`src/rtl/backend_pkg.sv`:
```
// shared widths, encodings and stage payloads for the pipeline back end
// imported by every back-end module and by the testbench
package backend_pkg;

    // data and address word
    typedef logic [31:0] word_t;
    // register file index
    typedef logic [4:0] reg_idx_t;

    // jal and jalr always write here
    localparam reg_idx_t LINK_REG = 5'd31;
    // local data memory size, word addressed
    localparam int RAM_WORDS = 256;
    localparam int RAM_AW = 8;

    // alu functions
    typedef enum logic [3:0] {
        ALU_ADD  = 4'd0,
        ALU_ADDU = 4'd1,
        ALU_SUB  = 4'd2,
        ALU_SUBU = 4'd3,
        ALU_AND  = 4'd4,
        ALU_OR   = 4'd5,
        ALU_XOR  = 4'd6,
        ALU_NOR  = 4'd7,
        ALU_SLL  = 4'd8,
        ALU_SRL  = 4'd9,
        ALU_SRA  = 4'd10,
        ALU_LUI  = 4'd11
    } alu_op_e;

    // execute result mux select
    typedef enum logic [1:0] {
        RES_ALU  = 2'd0,
        RES_SLT  = 2'd1,
        RES_SLTU = 2'd2,
        RES_LINK = 2'd3
    } res_sel_e;

    // memory access kind, none for non-memory ops
    typedef enum logic [3:0] {
        MEM_NONE = 4'd0,
        MEM_LW   = 4'd1,
        MEM_LB   = 4'd2,
        MEM_LBU  = 4'd3,
        MEM_LH   = 4'd4,
        MEM_LHU  = 4'd5,
        MEM_SW   = 4'd6,
        MEM_SB   = 4'd7,
        MEM_SH   = 4'd8
    } mem_op_e;

    // branch kind, jal and jalr are j and jr with RES_LINK
    typedef enum logic [3:0] {
        BR_NONE = 4'd0,
        BR_J    = 4'd1,
        BR_JR   = 4'd2,
        BR_BEQ  = 4'd3,
        BR_BNE  = 4'd4,
        BR_BGEZ = 4'd5,
        BR_BLTZ = 4'd6,
        BR_BLEZ = 4'd7,
        BR_BGTZ = 4'd8
    } br_op_e;

    typedef enum logic [1:0] {
        EXC_NONE     = 2'd0,
        EXC_OVERFLOW = 2'd1,
        EXC_MISALIGN = 2'd2
    } exc_cause_e;

    // decoded op with operands already read, 150 bits
    typedef struct packed {
        word_t      pc;
        word_t      da;
        word_t      db;
        // sign-extended imm, shamt in 10:6, jump index in 25:0
        word_t      imm;
        reg_idx_t   rd;
        logic       reg_write;
        alu_op_e    alu_op;
        res_sel_e   res_sel;
        logic       use_imm;
        logic       shift_imm;
        mem_op_e    mem_op;
        br_op_e     br_op;
    } uop_t;

    // register write-back, 37 bits
    typedef struct packed {
        reg_idx_t rd;
        word_t    data;
    } wb_t;

    // exception report, 34 bits
    typedef struct packed {
        exc_cause_e cause;
        word_t      pc;
    } exc_t;

endpackage

```
`src/rtl/branch_resolve.sv`:
```
// resolves the branch in E and checks it against the pc of the following op
// combinational; the top level qualifies o_miss with E valid/canceled
module branch_resolve (
    input  backend_pkg::uop_t  i_op,
    input  backend_pkg::word_t i_next_pc,
    input  logic               i_next_valid,
    output logic               o_miss,
    output backend_pkg::word_t o_target
);
    import backend_pkg::*;

    word_t pc_plus4;
    word_t jump_pc;
    word_t branch_pc;
    logic  rs_zero;
    logic  rs_neg;
    logic  rs_eq_rt;
    logic  taken;
    logic  is_branch;

    assign pc_plus4 = i_op.pc + 32'd4;
    // region bits from the branch itself
    assign jump_pc = {i_op.pc[31:28], i_op.imm[25:0], 2'b00};
    assign branch_pc = pc_plus4 + {i_op.imm[29:0], 2'b00};

    assign rs_zero = (i_op.da == '0);
    assign rs_neg = i_op.da[31];
    assign rs_eq_rt = (i_op.da == i_op.db);

    // condition per branch kind
    always_comb begin
        case (i_op.br_op)
            BR_BEQ:  taken = rs_eq_rt;
            BR_BNE:  taken = !rs_eq_rt;
            BR_BGEZ: taken = !rs_neg;
            BR_BLTZ: taken = rs_neg;
            BR_BLEZ: taken = rs_neg || rs_zero;
            BR_BGTZ: taken = !rs_neg && !rs_zero;
            default: taken = 1'b0;
        endcase
    end

    always_comb begin
        case (i_op.br_op)
            BR_J:    o_target = jump_pc;
            BR_JR:   o_target = i_op.da;
            default: o_target = taken ? branch_pc : pc_plus4;
        endcase
    end

    assign is_branch = (i_op.br_op != BR_NONE);

    // empty follower slot counts as a miss too
    assign o_miss = is_branch && (!i_next_valid || (i_next_pc != o_target));

endmodule

```
`config.mk`:
```
export PLATFORM = sky130hd
export DESIGN_NAME = branch_resolve
export DESIGN_NICKNAME = d
export VERILOG_FILES = /design/src/rtl/backend_pkg.sv /design/src/rtl/branch_resolve.sv
export SDC_FILE = /design/constraint.sdc
export NUM_CORES = 1
export LEC_CHECK = 0
export ABC_CLOCK_PERIOD_IN_PS = 9250
export BUFFER_PORTS_ARGS = -buffer_cell sky130_fd_sc_hd__buf_2
export CORE_AREA = 4 4 100 102
export DETAILED_ROUTE_END_ITERATION = 12
export DIE_AREA = 0 0 104 106
export GPL_TIMING_DRIVEN = 0
export PLACE_DENSITY = 0.9
export SLEW_MARGIN = 5
export SYNTH_ARGS = -nofsm -noshare
export SYNTH_HDL_FRONTEND = slang
export SYNTH_SLANG_ARGS = --single-unit
```
`constraint.sdc`:
```
create_clock -name vclk -period 9.25
set_input_delay 1.3875 -clock vclk [all_inputs]
set_output_delay 1.3875 -clock vclk [all_outputs]
set_load 0.1 [all_outputs]
```
==> run_results.csv <==
group,metric,value,unit
detailed_routing,drt-initial-drc-count,705,
setup_path,cp_cell_sequence,"buf_2 -> ha_1 -> nand3_1 -> or4_1 -> clkbuf_1 -> nor4_1 -> nand3_1 -> xnor2_1 -> ha_1 -> clkbuf_1 -> nand3_1 -> a2111oi_0 -> a211oi_1 -> nor4b_1 -> o31ai_1 -> a2111oi_0 -> nand4_1 -> nor4_1 -> nor2_1 -> buf_2",
timing,min_period,9.073,ns
run,max-cap-violations,0,
power,ir_worst_vdd,0.00008001,V
global_route,grt_max_degree,11,
timing,final_hold_viol_count,0,
floorplanning,placementRows,35,
logic_synthesis,avgSynthCellArea,6.696,sq um
global_route,grt_pass1_wl,34690,um
cells_and_area,seq_cell_count,0,
place,port_buffers,194,
setup_path,worstPathRequired,7.86,ns
timing,setup_tns,0,ns
cells_and_area,area_delta_synth_final,22.82,%
setup_path,cp.arrival,7.69,ns
detailed_routing,wl_per_cell,22.16,um
detailed_routing,firstDrtPassIters,7,
place,gp_congestion,1.043,
global_route,overflow,0,
cells_and_area,regArea,0,sq um
logic_synthesis,ys_top_cells_by_count,"xor2_1 (62), nand2_1 (57), nor2_1 (52), a21oi_1 (41)",
logic_synthesis,synth_most_common_cell,"xor2_1",
detailed_routing,via_per_inst,6.869,
setup_path,crit_top_cell,"nand3_1",
floorplanning,die_w,104,um
global_route,antenna_found_initial,1,
timing,worst_pin_slew,1.464,ns
floorplanning,die_y,106,um
setup_path,path_buf_inv,4,
cells_and_area,multi_input_area,4696,sq um
timing,period_share,0.9809,
setup_path,crit_fanout,8,
timing,worst_slack,0.1766,ns
detailed_routing,drt_wl_total,23090,um
detailed_routing,drc_errors,0,
timing,holdWs,3.403,ns
place,post-dp-hpwl,19460,um
setup_path,worstSetupPathType,"input port to output port",
floorplanning,dieArea,11020,sq um
cells_and_area,drive_gt1_frac,0.2387,
cells_and_area,clkbuf_count,0,
power,power_density,90.16,nW/um^2
logic_synthesis,synth_area,4928,sq um
logic_synthesis,ys_warn_count,0,
cells_and_area,final_nets,1147,
setup_path,slowest_stage,"nor4_1",
setup_path,critPathMaxStageDelay,0.99,ns
logic_synthesis,ys_seq_area_frac,0,
cells_and_area,n_fill_cell,882,
setup_path,worst_setup_path_start_kind,"input port",
detailed_routing,via_count,7157,
floorplanning,core-area,9109,sq um
worst_hold_path,hp-class,"input port to output port",
logic_synthesis,syn-num-nets,951,
timing,finalMaxSlewViolations,0,
logic_synthesis,synth_area_leader_cell,"xor2_1",
place,post-place-ws,0.4790,ns
power,p_leak,2.653,nW
global_route,gr-usage-all-layers,0.3881,
global_route,grt_pass1_vias,6517,
logic_synthesis,yosysTopAreaCellShare,0.1102,
floorplanning,initial_core_util,0.5411,
cts,holdBufCountCts,0,
setup_path,critical-path-top-delay-family,"simple AND/OR/NAND/NOR gates",
timing,rsz0062_at_grt,"no",
timing,fmax,110.2,MHz
detailed_routing,drtAntennaViolNets,0,
logic_synthesis,netlist_instances,736,
cells_and_area,final_core_util,0.6646,
floorplanning,io_pins,216,
run_status,status,"completed",
logic_synthesis,ys_top_cells_by_area,"xor2_1 (11%), ha_1 (7.9%), xnor2_1 (5.7%), mux2i_1 (4.7%), nand2_1 (4.3%)",
setup_path,end_kind,"output port",
logic_synthesis,ys_types,76,
timing,setup_violations,0,
timing,relSlewSlack,0.02132,
-- cells in the final DEF (no fill, tap or decap), drive strengths merged, types with 21 or more instances in the layout --
master | Yosys | final
a21oi | 41 | 41
buf | 6 | 200
clkbuf | 30 | 30
ha | 31 | 31
inv | 26 | 26
mux2i | 23 | 23
nand2 | 57 | 57
nand3 | 41 | 41
nand4 | 22 | 22
nor2 | 52 | 52
nor3 | 21 | 21
nor4 | 33 | 33
o21ai | 40 | 40
xnor2 | 32 | 32
xor2 | 62 | 62
-- worst min-delay path, stage by stage --
cell and delay (ns):
buf_2 0.10, nand2_1 0.04, o21ai_0 0.15, buf_2 0.33
-- through the flow --
stage	cells	power, mW	area, sq um
5_1_grt	1042	0.5751	6053
4_1_cts	1041	0.5309	6045
6_report	1042	0.5457	6053
3_5_place_dp	1041	0.5294	6045
3_3_place_gp	1041	0.5260	6045
2_1_floorplan	736	0.3846	4935
-- timing repair --
action / 4_1_cts / 5_1_grt
endpoints found under the setup margin: 0 / 1
gates resized for setup: 0 / 1
setup buffers: 0 / 0
-- cell families (layout without fill, tap and decap cells) --
logic type / count (synthesis) / in the layout / synth area share
compound gates: 229 / 229 / 0.3252
xor+xnor: 94 / 94 / 0.1670
fa+ha+maj: 32 / 32 / 0.08276
buf+inv: 62 / 256 / 0.04976
mux: 28 / 28 / 0.05814
other cells: 0 / 1 / 0
simple gates: 291 / 291 / 0.3171
-- worst paths after layout --
kind | startpoint | to | slack, ns | depth (start not counted)
hold / removal | i_op[118] | o_target[0] | 3.40 | 4
setup / recovery | i_op[120] | o_miss | 0.18 | 20
-- layer usage --
metal | wire length [um] | GRT usage | share of wire
met1 | 8693 | 0.4980 | 0.38
met2 | 10170 | 0.6332 | 0.44
met3 | 3049 | 0.07772 | 0.13
met4 | 1178 | 0.1633 | 0.051
met5 | 0 | 0 | 0
-- power breakdown --
part | internal, mW | switching (mW)
Combinational | 0.158 | 0.388
Clock | 0.0000000144 | 0
Sequential | 0 | 0
Total | 0.158 | 0.388
-- final cells by class --
class,count,area share
multi-input cells,674,0.7757
repair buffers,194,0.1604
plain buffers,36,0.02439
well taps,111,0.02294
inverters,26,0.01612
diodes,1,0.0004134
Note: power is estimated with default switching activity, not from simulation.
