File: src/rtl/backend_pkg.sv
// shared widths, encodings and stage payloads for the pipeline back end
// imported by every back-end module and by the testbench
package backend_pkg;

    // data and address word
    typedef logic [31:0] word_t;
    // register file index
    typedef logic [4:0] reg_idx_t;

    // jal and jalr always write here
    localparam reg_idx_t LINK_REG = 5'd31;
    // local data memory size, word addressed
    localparam int RAM_WORDS = 256;
    localparam int RAM_AW = 8;

    // alu functions
    typedef enum logic [3:0] {
        ALU_ADD  = 4'd0,
        ALU_ADDU = 4'd1,
        ALU_SUB  = 4'd2,
        ALU_SUBU = 4'd3,
        ALU_AND  = 4'd4,
        ALU_OR   = 4'd5,
        ALU_XOR  = 4'd6,
        ALU_NOR  = 4'd7,
        ALU_SLL  = 4'd8,
        ALU_SRL  = 4'd9,
        ALU_SRA  = 4'd10,
        ALU_LUI  = 4'd11
    } alu_op_e;

    // execute result mux select
    typedef enum logic [1:0] {
        RES_ALU  = 2'd0,
        RES_SLT  = 2'd1,
        RES_SLTU = 2'd2,
        RES_LINK = 2'd3
    } res_sel_e;

    // memory access kind, none for non-memory ops
    typedef enum logic [3:0] {
        MEM_NONE = 4'd0,
        MEM_LW   = 4'd1,
        MEM_LB   = 4'd2,
        MEM_LBU  = 4'd3,
        MEM_LH   = 4'd4,
        MEM_LHU  = 4'd5,
        MEM_SW   = 4'd6,
        MEM_SB   = 4'd7,
        MEM_SH   = 4'd8
    } mem_op_e;

    // branch kind, jal and jalr are j and jr with RES_LINK
    typedef enum logic [3:0] {
        BR_NONE = 4'd0,
        BR_J    = 4'd1,
        BR_JR   = 4'd2,
        BR_BEQ  = 4'd3,
        BR_BNE  = 4'd4,
        BR_BGEZ = 4'd5,
        BR_BLTZ = 4'd6,
        BR_BLEZ = 4'd7,
        BR_BGTZ = 4'd8
    } br_op_e;

    typedef enum logic [1:0] {
        EXC_NONE     = 2'd0,
        EXC_OVERFLOW = 2'd1,
        EXC_MISALIGN = 2'd2
    } exc_cause_e;

    // decoded op with operands already read, 150 bits
    typedef struct packed {
        word_t      pc;
        word_t      da;
        word_t      db;
        // sign-extended imm, shamt in 10:6, jump index in 25:0
        word_t      imm;
        reg_idx_t   rd;
        logic       reg_write;
        alu_op_e    alu_op;
        res_sel_e   res_sel;
        logic       use_imm;
        logic       shift_imm;
        mem_op_e    mem_op;
        br_op_e     br_op;
    } uop_t;

    // register write-back, 37 bits
    typedef struct packed {
        reg_idx_t rd;
        word_t    data;
    } wb_t;

    // exception report, 34 bits
    typedef struct packed {
        exc_cause_e cause;
        word_t      pc;
    } exc_t;

endpackage

File: src/rtl/mem_align.sv
// big-endian sub-word handling for the memory stage
// load extract/extend, store read-modify-write merge, alignment check
module mem_align (
    input  backend_pkg::mem_op_e    i_op,
    input  backend_pkg::word_t      i_addr,
    input  backend_pkg::word_t      i_store_data,
    input  backend_pkg::word_t      i_rdata,
    output backend_pkg::word_t      o_load,
    output backend_pkg::word_t      o_wdata,
    output logic                    o_we,
    output backend_pkg::exc_cause_e o_cause
);
    import backend_pkg::*;

    logic [1:0] offset;
    logic       is_byte;
    logic       is_half;
    logic       is_word;
    logic       is_store;
    logic       misaligned;
    logic [4:0] shift;
    word_t      mask;
    word_t      raw;

    assign offset = i_addr[1:0];

    // access size and direction
    always_comb begin
        is_byte = 1'b0;
        is_half = 1'b0;
        is_word = 1'b0;
        is_store = 1'b0;
        case (i_op)
            MEM_LB, MEM_LBU: is_byte = 1'b1;
            MEM_LH, MEM_LHU: is_half = 1'b1;
            MEM_LW:          is_word = 1'b1;
            MEM_SB: begin
                is_byte = 1'b1;
                is_store = 1'b1;
            end
            MEM_SH: begin
                is_half = 1'b1;
                is_store = 1'b1;
            end
            MEM_SW: begin
                is_word = 1'b1;
                is_store = 1'b1;
            end
            default: ;
        endcase
    end

    // byte 0 sits in bits 31:24
    always_comb begin
        if (is_byte) begin
            shift = {2'd3 - offset, 3'b000};
            mask = 32'h0000_00ff << shift;
        end else if (is_half) begin
            shift = offset[1] ? 5'd0 : 5'd16;
            mask = 32'h0000_ffff << shift;
        end else begin
            shift = 5'd0;
            mask = '1;
        end
    end

    // lane moved down to bit 0
    assign raw = (i_rdata & mask) >> shift;

    always_comb begin
        case (i_op)
            MEM_LB:  o_load = {{24{raw[7]}}, raw[7:0]};
            MEM_LBU: o_load = {24'b0, raw[7:0]};
            MEM_LH:  o_load = {{16{raw[15]}}, raw[15:0]};
            MEM_LHU: o_load = {16'b0, raw[15:0]};
            default: o_load = raw;
        endcase
    end

    // old word outside the lane, new data inside
    assign o_wdata = (i_rdata & ~mask) | ((i_store_data << shift) & mask);

    assign misaligned = (is_half && offset[0]) || (is_word && (offset != 2'b00));

    // misaligned store leaves memory alone
    assign o_we = is_store && !misaligned;
    assign o_cause = misaligned ? EXC_MISALIGN : EXC_NONE;

endmodule

File: config.mk
export PLATFORM = sky130hd
export DESIGN_NAME = mem_align
export DESIGN_NICKNAME = d
export VERILOG_FILES = /design/src/rtl/backend_pkg.sv /design/src/rtl/mem_align.sv
export SDC_FILE = /design/constraint.sdc
export NUM_CORES = 1
export LEC_CHECK = 0
export ABC_AREA = 1
export ABC_CLOCK_PERIOD_IN_PS = 1720
export BUFFER_PORTS_ARGS = -buffer_cell sky130_fd_sc_hd__clkbuf_2
export CORE_MARGIN = 1
export CORE_UTILIZATION = 38
export DETAILED_ROUTE_END_ITERATION = 8
export PLACE_DENSITY = 0.94
export SYNTH_ARGS = -nofsm -noshare
export SYNTH_HDL_FRONTEND = slang
export SYNTH_SLANG_ARGS = --single-unit
File: constraint.sdc
create_clock -name vclk -period 1.72
set_input_delay 0.172 -clock vclk [all_inputs]
set_output_delay 0.172 -clock vclk [all_outputs]
set_load 0.005 [all_outputs]
==> results_dict.tcl <==
set metrics [dict create \
    outcome "finished, final reports clean" \
    cp-end-kind "primary output" \
    die_w_um 68.6 \
    vdd_drop_max_mv 0.184 \
    seq_cell_count 0 \
    avgSynthCellArea_um2 4.89 \
    cp_cell_sequence "buf_8, inv_6, buf_6, nand3_4, nand3_4, nand2_8, nand2_8, nor2_4, nand3_2, nand3_1, buf_2" \
    antenna_found_initial 0 \
    rsz0062_at_grt "yes" \
    synth_top_area_share_pct 28.3 \
    nNetsFinal 603 \
    netlist_area_um2 1690 \
    grt_pass1_wl_um 10800 \
    critical_path_class "in2out" \
    synth_nets 445 \
    yosysUniqueCellTypes 31 \
    ant_nets 0 \
    die_area_um2 4710 \
    track_usage_pct 29.6 \
    wl_um 7970 \
    hold_viol 0 \
    core_um2 4120 \
    antenna_cells 0 \
    drt_iter0_markers 233 \
    postSynthCellCount 345 \
    worst-path-max-fanout 8 \
    grt_max_degree 25 \
    clock.fmax_mhz 596 \
    cp.arrival_ns 1.51 \
    min_to "o_wdata[31]" \
    portBuffers 136 \
    slew_violations 0 \
    yosysWarningCount 0 \
    cp-start-kind "input port" \
    p_leak_nw 1.79 \
    avgViaCountPerCell 5.44 \
    vias 3000 \
    synth.largest_area_cell "nand2_1" \
    synthTopCellsByArea "nand2_1 28%, nand3_1 12%, nor2_1 8.0%, o21ai_0 6.2%, inv_1 5.1%" \
    regArea_um2 0 \
    place_worst_setup_slack_ns -0.178 \
    setup_slack_ns 0.0410 \
    post-dp-hpwl_um 5960 \
    io_pins 167 \
    nClkBuffers 0 \
    cp_slowest_cell "nor2_4" \
    stdcell_area_um2 2910 \
    std_cell_rows 23 \
    cp_top_family "simple AND/OR/NAND/NOR gates" \
    power_density_nw_per_um2 340 \
    gr-total-overflow 0 \
    crit_buf_inv 4 \
    avgRoutedWirePerCell_um 14.5 \
    hold_path.startpoint "i_store_data[31]" \
    drive_above_1_share_pct 47.5 \
    drv_cap 0 \
    drt_first_pass_iters 5 \
    holdBufCountCts 0 \
    cp_data_required_time_ns 1.55 \
    finalCriticalPeriod_ns 1.68 \
    fin_crit_sh_pct 97.6 \
    seq_area_frac_synth_pct 0 \
    globalplace.congestion 0.974 \
    min_path_cells 4 \
    areaGrowthSynthToFinish_pct 72.5 \
    placed_area_um2 2510 \
    start_util_pct 41.0 \
    setup_viol_count_final 0 \
    min_path_type "in2out" \
    grt_pass1_vias 2425 \
    die_y_um 68.6 \
    cpPeakStageDelay_ns 0.28 \
    drc 0 \
]
-- what timing repair did --
item / in CTS / in global routing
cloned: 0 / 3
setup buffers: 0 / 6
resized for setup: 14 / 82
pin swaps: 0 / 22
endpoints found under the setup margin: 33 / 57
-- where the power goes --
part	internal, mW	switching (mW)	total [mW]	leakage (nW)
clock	0	0	0	0
sequential	0	0	0	0
combinational	0.440	0.550	0.990	1.79
-- layer usage --
layer  wire [um]  global-route usage, %  up-vias
li1            -                      -     1446
met1        3070                   37.2     1327
met2        3920                   53.1      201
met3         795                   3.45       26
met4         180                   6.77        0
met5           0                      0        -
-- Yosys cell counts (2+ instances only) --
cell,n
a21oi_1,15
nand3_2,5
nor2_4,2
o21ai_0,21
buf_4,5
nand4_1,2
inv_4,2
nand2_2,7
o211ai_1,3
nand2_1,127
nor2_1,36
o21ai_1,11
buf_2,9
o22ai_1,8
inv_2,6
inv_1,23
nand2_4,3
nand3_1,42
buf_6,6
-- per-stage QoR --
stage | power, mW | hold slack, ns | util [%] | setup TNS, ns | instances
3_3_place_gp | 0.828 | 0.633 | 60.9 | -1.69 | 542
3_5_place_dp | 0.844 | 0.636 | 60.9 | -2.86 | 542
5_1_grt | 1.09 | 0.654 | 70.7 | -0.274 | 551
4_1_cts | 0.865 | 0.638 | 62.2 | -0.188 | 542
6_report | 0.990 | 0.634 | 70.7 | 0 | 551
2_1_floorplan | 0.455 | 0.441 | - | 0 | 345
-- layout by cell type, fill, tap and decap left out, drive strengths merged --
master | netlist | layout
o21ai | 32 | 32
inv | 31 | 31
nand4 | 2 | 2
clkbuf | 1 | 128
nor2 | 38 | 38
a32oi | 1 | 1
nand2 | 138 | 140
o22ai | 8 | 8
conb | 1 | 1
nor4 | 1 | 1
nand3 | 48 | 49
o211ai | 3 | 3
mux2 | 1 | 1
a21oi | 16 | 16
buf | 21 | 47
a2bb2oi | 1 | 1
a31oi | 1 | 1
clkinv | 1 | 1
-- cell families after synthesis --
logic type             Yosys count  share of synthesized area, %
AO/OA/AOI/OAI                   62                          20.6
buffers and inverters           54                          17.4
multiplexers                     1                         0.668
other                            1                         0.223
AND/OR/NAND/NOR                227                          61.0
-- how the worst max path moves through the flow --
stage,start,to,cells after the start
after global placement,i_op[0],o_load[22],10
after global routing,i_op[0],o_wdata[9],9
after detailed placement,i_op[0],o_load[20],10
after floorplan,i_op[1],o_wdata[29],12
final,i_op[1],o_load[27],11
after CTS,i_op[1],o_load[8],12
-- cell type report --
type / count / area, um2
tap: 50 / 62.6
fill: 369 / 1210
timing repair buffer: 175 / 1040
inverter: 32 / 144
multi-input combinational: 294 / 1660
Note: power is estimated with default switching activity, not from simulation.
