**config.mk**
```make
export PLATFORM = sky130hd
export DESIGN_NAME = alu_exec
export DESIGN_NICKNAME = d
export VERILOG_FILES = /design/src/rtl/backend_pkg.sv /design/src/rtl/alu_exec.sv
export SDC_FILE = /design/constraint.sdc
export NUM_CORES = 1
export LEC_CHECK = 0
export ABC_AREA = 1
export BUFFER_PORTS_ARGS = -buffer_cell sky130_fd_sc_hd__buf_2
export CAP_MARGIN = 5
export CELL_PAD_IN_SITES_DETAIL_PLACEMENT = 1
export CELL_PAD_IN_SITES_GLOBAL_PLACEMENT = 2
export CORE_AREA = 2 2 267 164
export DETAILED_ROUTE_END_ITERATION = 16
export DIE_AREA = 0 0 269 166
export GPL_TIMING_DRIVEN = 0
export PLACE_DENSITY_LB_ADDON = 0.3
export SYNTH_ARGS = -nofsm -noshare
export SYNTH_HDL_FRONTEND = slang
export SYNTH_SLANG_ARGS = --single-unit
```
**constraint.sdc**
```tcl
create_clock -name vclk -period 6.5
set_clock_uncertainty 0.05 [all_clocks]
set_input_delay 1.95 -clock vclk [all_inputs]
set_output_delay 1.95 -clock vclk [all_outputs]
set_load 0.1 [all_outputs]
```
**src/rtl/backend_pkg.sv**
```systemverilog
// shared widths, encodings and stage payloads for the pipeline back end
// imported by every back-end module and by the testbench
package backend_pkg;

    // data and address word
    typedef logic [31:0] word_t;
    // register file index
    typedef logic [4:0] reg_idx_t;

    // jal and jalr always write here
    localparam reg_idx_t LINK_REG = 5'd31;
    // local data memory size, word addressed
    localparam int RAM_WORDS = 256;
    localparam int RAM_AW = 8;

    // alu functions
    typedef enum logic [3:0] {
        ALU_ADD  = 4'd0,
        ALU_ADDU = 4'd1,
        ALU_SUB  = 4'd2,
        ALU_SUBU = 4'd3,
        ALU_AND  = 4'd4,
        ALU_OR   = 4'd5,
        ALU_XOR  = 4'd6,
        ALU_NOR  = 4'd7,
        ALU_SLL  = 4'd8,
        ALU_SRL  = 4'd9,
        ALU_SRA  = 4'd10,
        ALU_LUI  = 4'd11
    } alu_op_e;

    // execute result mux select
    typedef enum logic [1:0] {
        RES_ALU  = 2'd0,
        RES_SLT  = 2'd1,
        RES_SLTU = 2'd2,
        RES_LINK = 2'd3
    } res_sel_e;

    // memory access kind, none for non-memory ops
    typedef enum logic [3:0] {
        MEM_NONE = 4'd0,
        MEM_LW   = 4'd1,
        MEM_LB   = 4'd2,
        MEM_LBU  = 4'd3,
        MEM_LH   = 4'd4,
        MEM_LHU  = 4'd5,
        MEM_SW   = 4'd6,
        MEM_SB   = 4'd7,
        MEM_SH   = 4'd8
    } mem_op_e;

    // branch kind, jal and jalr are j and jr with RES_LINK
    typedef enum logic [3:0] {
        BR_NONE = 4'd0,
        BR_J    = 4'd1,
        BR_JR   = 4'd2,
        BR_BEQ  = 4'd3,
        BR_BNE  = 4'd4,
        BR_BGEZ = 4'd5,
        BR_BLTZ = 4'd6,
        BR_BLEZ = 4'd7,
        BR_BGTZ = 4'd8
    } br_op_e;

    typedef enum logic [1:0] {
        EXC_NONE     = 2'd0,
        EXC_OVERFLOW = 2'd1,
        EXC_MISALIGN = 2'd2
    } exc_cause_e;

    // decoded op with operands already read, 150 bits
    typedef struct packed {
        word_t      pc;
        word_t      da;
        word_t      db;
        // sign-extended imm, shamt in 10:6, jump index in 25:0
        word_t      imm;
        reg_idx_t   rd;
        logic       reg_write;
        alu_op_e    alu_op;
        res_sel_e   res_sel;
        logic       use_imm;
        logic       shift_imm;
        mem_op_e    mem_op;
        br_op_e     br_op;
    } uop_t;

    // register write-back, 37 bits
    typedef struct packed {
        reg_idx_t rd;
        word_t    data;
    } wb_t;

    // exception report, 34 bits
    typedef struct packed {
        exc_cause_e cause;
        word_t      pc;
    } exc_t;

endpackage

```
**src/rtl/alu_exec.sv**
```systemverilog
// execute stage datapath: operand select, alu, set-less-than and link address
// purely combinational, fed from the E pipeline register
module alu_exec (
    input  backend_pkg::uop_t       i_op,
    output backend_pkg::word_t      o_result,
    output backend_pkg::reg_idx_t   o_rd,
    output backend_pkg::exc_cause_e o_cause
);
    import backend_pkg::*;

    word_t op_a;
    word_t op_b;
    word_t sum;
    word_t diff;
    word_t alu_out;
    word_t link_pc;
    logic  add_ovf;
    logic  sub_ovf;
    logic  lt_signed;
    logic  lt_unsigned;

    // shift amount comes from the immediate for sll/srl/sra
    assign op_a = i_op.shift_imm ? {27'b0, i_op.imm[10:6]} : i_op.da;
    assign op_b = i_op.use_imm ? i_op.imm : i_op.db;

    assign sum = op_a + op_b;
    assign diff = op_a - op_b;

    // same-sign inputs, result flips sign
    assign add_ovf = (op_a[31] == op_b[31]) && (sum[31] != op_a[31]);
    // opposite-sign inputs, result takes sign of b
    assign sub_ovf = (op_a[31] != op_b[31]) && (diff[31] != op_a[31]);

    assign lt_signed = $signed(op_a) < $signed(op_b);
    assign lt_unsigned = op_a < op_b;

    // no delay slot, return to the next sequential op
    assign link_pc = i_op.pc + 32'd4;

    always_comb begin
        case (i_op.alu_op)
            ALU_ADD, ALU_ADDU: alu_out = sum;
            ALU_SUB, ALU_SUBU: alu_out = diff;
            ALU_AND:           alu_out = op_a & op_b;
            ALU_OR:            alu_out = op_a | op_b;
            ALU_XOR:           alu_out = op_a ^ op_b;
            ALU_NOR:           alu_out = ~(op_a | op_b);
            // shifted value is b, amount is a
            ALU_SLL:           alu_out = op_b << op_a[4:0];
            ALU_SRL:           alu_out = op_b >> op_a[4:0];
            ALU_SRA:           alu_out = word_t'($signed(op_b) >>> op_a[4:0]);
            ALU_LUI:           alu_out = {op_b[15:0], 16'b0};
            default:           alu_out = '0;
        endcase
    end

    // result mux
    always_comb begin
        case (i_op.res_sel)
            RES_SLT:  o_result = {31'b0, lt_signed};
            RES_SLTU: o_result = {31'b0, lt_unsigned};
            RES_LINK: o_result = link_pc;
            default:  o_result = alu_out;
        endcase
    end

    // link ops always target r31
    assign o_rd = (i_op.res_sel == RES_LINK) ? LINK_REG : i_op.rd;

    // only trapping add/sub, and only when their sum is the result
    always_comb begin
        o_cause = EXC_NONE;
        if (i_op.res_sel == RES_ALU) begin
            if ((i_op.alu_op == ALU_ADD && add_ovf) || (i_op.alu_op == ALU_SUB && sub_ovf)) begin
                o_cause = EXC_OVERFLOW;
            end
        end
    end

endmodule

```
==> impl_metrics.tcl, run 1 <==
set metrics [dict create \
    report.final.hold_viol_count 0 \
    critPathTopFamily "simple AND/OR/NAND/NOR gates" \
    period_needed_ps 6940 \
    rsz0062_at_grt "true" \
    drt_wl_total_um 107000 \
    detail-route-antenna-nets 0 \
    io_pins 189 \
    final-setup-viol-count 31 \
    final_layout_size_suffix_gt1_share_pct 39.1 \
    hold_path_class "in -> out" \
    grt_max_degree 15 \
    slowest_delay_ps 300 \
    drt_iter0_markers 2914 \
    crit_type "in -> out" \
    max_freq_mhz 144 \
    grt_use_total_pct 44.3 \
    utilization_pct 46.7 \
    fin_cells 3468 \
    tightest_slew_ps 955 \
    place_ws_ps -2330 \
    synthAdderAreaFrac_pct 11.0 \
    firstDrtPassIters 6 \
    grt_pass1_wl_um 143000 \
    core_area_um2 42400 \
    dpl.hpwl_um 80500 \
    timing.critical_path.buf_inv 6 \
    yosysWarnings 0 \
    slew_viol_final 0 \
    p_per_area_nw_per_um2 128 \
    slowest_stage "o21ai_4" \
    path_max_fanout 5 \
    seq_area_frac_synth_pct 0 \
    cp.required_ps 4500 \
    route.detailed.drc 0 \
    vias 21300 \
    drv_cap 0 \
    rows 59 \
    max-slew-margin-rel_pct 36.3 \
    power.total_mw 2.55 \
    ir_drop_mv 0.0753 \
    avgRoutedWirePerCell_um 30.8 \
    violations "negative setup slack" \
    vias_per_cell 6.16 \
    synthMuxAreaShare_pct 0 \
    status "finished with violations" \
    crit_chain "buf_12 > buf_16 > o21ai_4 > buf_12 > buf_12 > ha_4 > buf_6 > nor2_4 > nand2_2 > nor2_1 > nand2_1 > nand3_4 > nand2_2 > nand2_1 > nand2_1 > nand2_2 > nor2_2 > nor2_1 > nand3_1 > nand2_1 > nand2_2 > buf_12" \
    syn_to_final_growth_pct 64.3 \
    startpoint "i_op[8]" \
    syn-cell-area_um2 12100 \
    critPathCaptureType "output port" \
    synth_cell_types 54 \
    cp-start-kind "input port" \
    regArea_um2 0 \
    final_nets 3138 \
    cellLeakagePower_nw 9.86 \
    dp_cells 3277 \
    grt_pass1_vias 19700 \
    die_width_um 269 \
    gp_congestion 1.07 \
    synth_xor_area_share_pct 0.363 \
    setup_ws_ps -439 \
    min_period_over_period_pct 107 \
    die_h_um 166 \
    synth_top_family_by_area "simple AND/OR/NAND/NOR gates" \
    synth-compound-area-share_pct 14.4 \
    yosys.area_share.simple_pct 59.5 \
    synthesis.nets 2775 \
    place_area_um2 13800 \
    portBuffers 178 \
    nFlopsAndLatches 0 \
    syn_area_per_cell_um2 4.79 \
    synthCells 2520 \
    cp.arrival_ps 4940 \
    clock_buffers 0 \
    antenna_found_initial 12 \
    initial_core_util_pct 28.4 \
    grt_overflow_total 0 \
    dieArea_um2 44700 \
    stdcell_area_um2 19800 \
    hp-start "i_op[120]" \
]
## repair_timing
action / in CTS / in global routing
setup endpoints to repair: 33 / 33
hold buffers: 0 / 0
resized for setup: 873 / 311
pin swaps: 169 / 129
gates cloned: 7 / 1
setup buffers: 133 / 49
## tightest hold or removal path: cells and delay by family
family          cells  cell delay (ps)
compound gates      1               70
buf+inv             2              300
## path summary, 6_finish.rpt
check	end	cells past startpoint	slack (ps)
min	o_result[2]	3	4220
max	o_result[19]	22	-440
## cell usage after synthesis (3+ instances only)
cell,count,area (um2)
a21oi_1,105,526
a221oi_1,8,70.1
a31oi_1,5,31.3
buf_1,3,11.3
buf_2,45,225
buf_4,14,105
buf_6,14,158
clkbuf_1,25,93.8
clkbuf_2,3,15.0
ha_1,103,1290
inv_1,304,1140
inv_2,6,22.5
nand2_1,964,3620
nand2_2,6,37.5
nand2_4,3,33.8
nand3_1,404,2020
nand3_2,3,30.0
nand3b_1,8,60.1
nand4_1,36,225
nor2_1,195,732
nor2_2,7,43.8
nor3_1,36,180
nor4_1,8,50.1
o2111ai_1,3,26.3
o211ai_1,21,158
o21ai_0,106,531
o21ai_1,10,50.1
o21bai_1,9,67.6
o221ai_1,9,78.8
o22ai_1,11,68.8
or2_2,13,81.3
xor2_1,3,26.3
## where the power goes
group,total (mW),internal (mW),switching [mW]
logic,2.55,0.816,1.73
registers,0,0,0
clock network,0.0000000221,0.0000000221,0
## layout make-up
type / instances / area, um2
Antenna cell: 8 / 20.0
Buffer: 98 / 951
Fill cell: 5656 / 22600
Inverter: 312 / 1320
Multi-Input combinational cell: 2104 / 13800
Tap cell: 579 / 724
Timing Repair Buffer: 367 / 3070
## metrics by stage
step	hold slack, ps	TNS (ps)
after floorplan	4140	-128
after global placement	4310	-52780
after detailed placement	4310	-54150
after CTS	4260	-4540
after global routing	4230	-10100
final	4220	-9320
## layout by cell type (no fill, tap or decap), drive strengths merged, types with 9 or more instances in the layout
cell type / instances
o21ai: 119
o221ai: 9
nor3: 37
clkbuf: 26
nand3: 407
buf: 436
clkinvlp: 17
nand4: 36
o21bai: 9
ha: 103
nor2: 204
nand2: 973
inv: 293
a21oi: 105
o22ai: 11
o211ai: 21
or2: 15
## kinds of logic (layout without fill, tap and decap cells)
group	count (synthesis)	in the layout
xor+xnor	5	5
fa+ha+maj	105	105
buf+inv	416	777
compound gates	302	302
other cells	1	9
simple gates	1691	1691
## routing by layer
metal | vias up | global-route usage [%] | share of wire, %
met5 | - | 0 | 0.067
met4 | 12 | 8.70 | 3.1
met3 | 265 | 18.4 | 16
met2 | 1686 | 59.1 | 38
met1 | 10500 | 65.0 | 43
li1 | 8923 | - | -
(Power assumes the default switching activity.)
==> inputs of run 2 (changes only) <==
Settings changed: ABC_AREA 1 to not set, CORE_AREA 2 2 267 164 to 2 2 240 147, DIE_AREA 0 0 269 166 to 0 0 242 149.
==> impl_metrics.tcl, run 2 <==
set metrics [dict create \
    status "finished with violations" \
    violations "negative setup slack" \
    rsz0062_at_grt "true" \
    hold_slack_ps 4320 \
    layout_common_cells "155 x buf_2, 148 x nand2_1, 140 x buf_4, 135 x nor2_1, 109 x mux2i_1" \
    yosysMostFrequentCell "mux2i_1" \
    yosysTopAreaCell "mux2i_1" \
    cp.arrival_ps 5820 \
    seq_power_share_pct 0 \
    drt_iter0_markers 2354 \
    power.internal_mw 0.880 \
    dieArea_um2 36100 \
    grt_pass1_wl_um 119000 \
    final-setup-viol-count 33 \
    slowest_stage "a2111oi_4" \
    synth_top_area_share_pct 13.8 \
    slew_viol_final 0 \
    drv_cap 0 \
    crit_type "in -> out" \
    synthesis.nets 1855 \
    ir_drop_mv 0.0575 \
    path_max_fanout 7 \
    dpl.hpwl_um 63800 \
    final_layout_size_suffix_gt1_share_pct 41.1 \
    yosysWarnings 0 \
    yosys-top-cells-area "mux2i_1 14%, ha_1 12%, a21oi_1 5.8%" \
    crit_chain "buf_16 > buf_12 > mux2i_4 > inv_4 > buf_12 > buf_12 > buf_12 > buf_12 > ha_4 > o21bai_4 > a2111oi_4 > buf_4 > o2111ai_4 > and2_4 > a211oi_4 > buf_12 > o41ai_4 > buf_4 > a2111oi_4 > a211oi_2 > o21ai_4 > buf_12" \
    antenna_found_initial 1 \
    cp.required_ps 4500 \
    io_pins 189 \
    firstDrtPassIters 6 \
    syn_area_per_cell_um2 6.92 \
    clkPwrFrac_pct 0 \
    dp_cells 2248 \
    multi_input_area_um2 12400 \
    route.detailed.drc 0 \
    cts_hold_buffers 0 \
    min_period_over_period_pct 120 \
    mostFrequentLayoutCell "buf_2" \
    portBuffers 175 \
    rows 53 \
    cellLeakagePower_nw 7.33 \
    syn_to_final_growth_pct 59.9 \
    grt_use_total_pct 45.7 \
    nFlopsAndLatches 0 \
    initial_core_util_pct 32.3 \
    die_h_um 149 \
    n_fill_cell 4079 \
    crit_top_cell "buf_12" \
    gp_congestion 1.04 \
    max_freq_mhz 128 \
    timing.critical_path.to "o_result[0]" \
    avgRoutedWirePerCell_um 36.1 \
    startpoint "i_op[8]" \
    vias_per_cell 6.69 \
    switchingPower_mw 1.45 \
    critPathCaptureType "output port" \
    grt_overflow_total 0 \
    report.final.hold_viol_count 0 \
    period_needed_ps 7820 \
    tightest_slew_ps 1280 \
    drt_wl_total_um 87500 \
    p_per_area_nw_per_um2 132 \
    p_sw_share_pct 62.3 \
    synthCells 1600 \
    place_ws_ps -3180 \
    max-slew-margin-rel_pct 14.6 \
    regArea_um2 0 \
    synth_cell_types 100 \
    setup_ws_ps -1320 \
    die_width_um 242 \
    clock_buffers 0 \
    final_nets 2211 \
    fin_cells 2424 \
    combinationalPowerShare_pct 100.0 \
    slowest_delay_ps 360 \
    core_area_um2 34200 \
    vias 16200 \
    syn-cell-area_um2 11100 \
    grt_pass1_vias 15600 \
    synthTopCellsByCount "153 x mux2i_1, 151 x nand2_1, 151 x nor2_1" \
    grt_max_degree 12 \
    cp-start-kind "input port" \
    detail-route-antenna-nets 0 \
    hold_path_class "in -> out" \
    seq_area_frac_synth_pct 0 \
]
-- run 2: area by class of cell --
type,count,area share [%]
well taps,467,3.30
plain buffers,111,6.63
repair buffers,361,17.9
diodes,3,0.0424
multi-input cells,1386,70.0
inverters,96,2.21
-- run 2: cell families after synthesis --
| group | count (synthesis) | synth area share (%) |
|---|---|---|
| multiplexers | 204 | 21.0 |
| adder cells (fa/ha/maj) | 105 | 12.0 |
| AO/OA/AOI/OAI | 481 | 29.3 |
| XOR/XNOR | 90 | 7.12 |
| buffers and inverters | 214 | 8.89 |
| other | 1 | 0.0339 |
| AND/OR/NAND/NOR | 505 | 21.7 |
-- run 2: metal layers --
metal / routed length, um / vias to the layer above / part of all wire (%) / GRT usage [%]
met3: 13300 / 262 / 15 / 17.4
met1: 37200 / 8051 / 43 / 65.2
met5: 110 / - / 0.13 / 2.01
met4: 3580 / 4 / 4.1 / 13.8
met2: 33300 / 1319 / 38 / 62.2
li1: - / 6584 / - / -
-- run 2: what timing repair did --
action / CTS / global route
resized for setup: 522 / 100
pin swaps: 89 / 86
setup endpoints to repair: 33 / 33
cloned: 1 / 1
setup buffers: 140 / 38
-- run 2: worst min-delay path by stage --
stage | start | endpoint | depth (start not counted)
CTS | i_op[120] | o_result[2] | 3
detailed placement | i_op[17] | o_rd[0] | 3
global route | i_op[120] | o_result[2] | 3
finish | i_op[120] | o_result[2] | 3
global placement | i_op[21] | o_rd[4] | 3
floorplan | i_op[120] | o_result[2] | 1
-- run 2: worst max-delay path, delay by kind of cell --
family / cells / cell delay, ps
buf+inv: 11 / 1600
compound gates: 8 / 1520
mux: 1 / 310
simple gates: 1 / 210
fa+ha+maj: 1 / 160
-- run 2: stage by stage --
stage	area (um2)	TNS, ps	util (%)	power [mW]
after global routing	17700	-33720	51.7	2.37
after global placement	13200	-79670	38.5	1.62
after floorplan	11700	-22070	-	1.08
after detailed placement	13300	-74380	38.8	1.63
final	17700	-32630	51.7	2.33
after CTS	16900	-25950	49.5	2.09
-- run 2: power groups by stage --
stage               sequential, mW  combinational (mW)     clock [mW]
finish                           0                2.33  0.00000000720
global route                     0                2.37              0
CTS                              0                2.09              0
detailed placement               0                1.63              0
global placement                 0                1.62              0
floorplan                        0                1.08              0
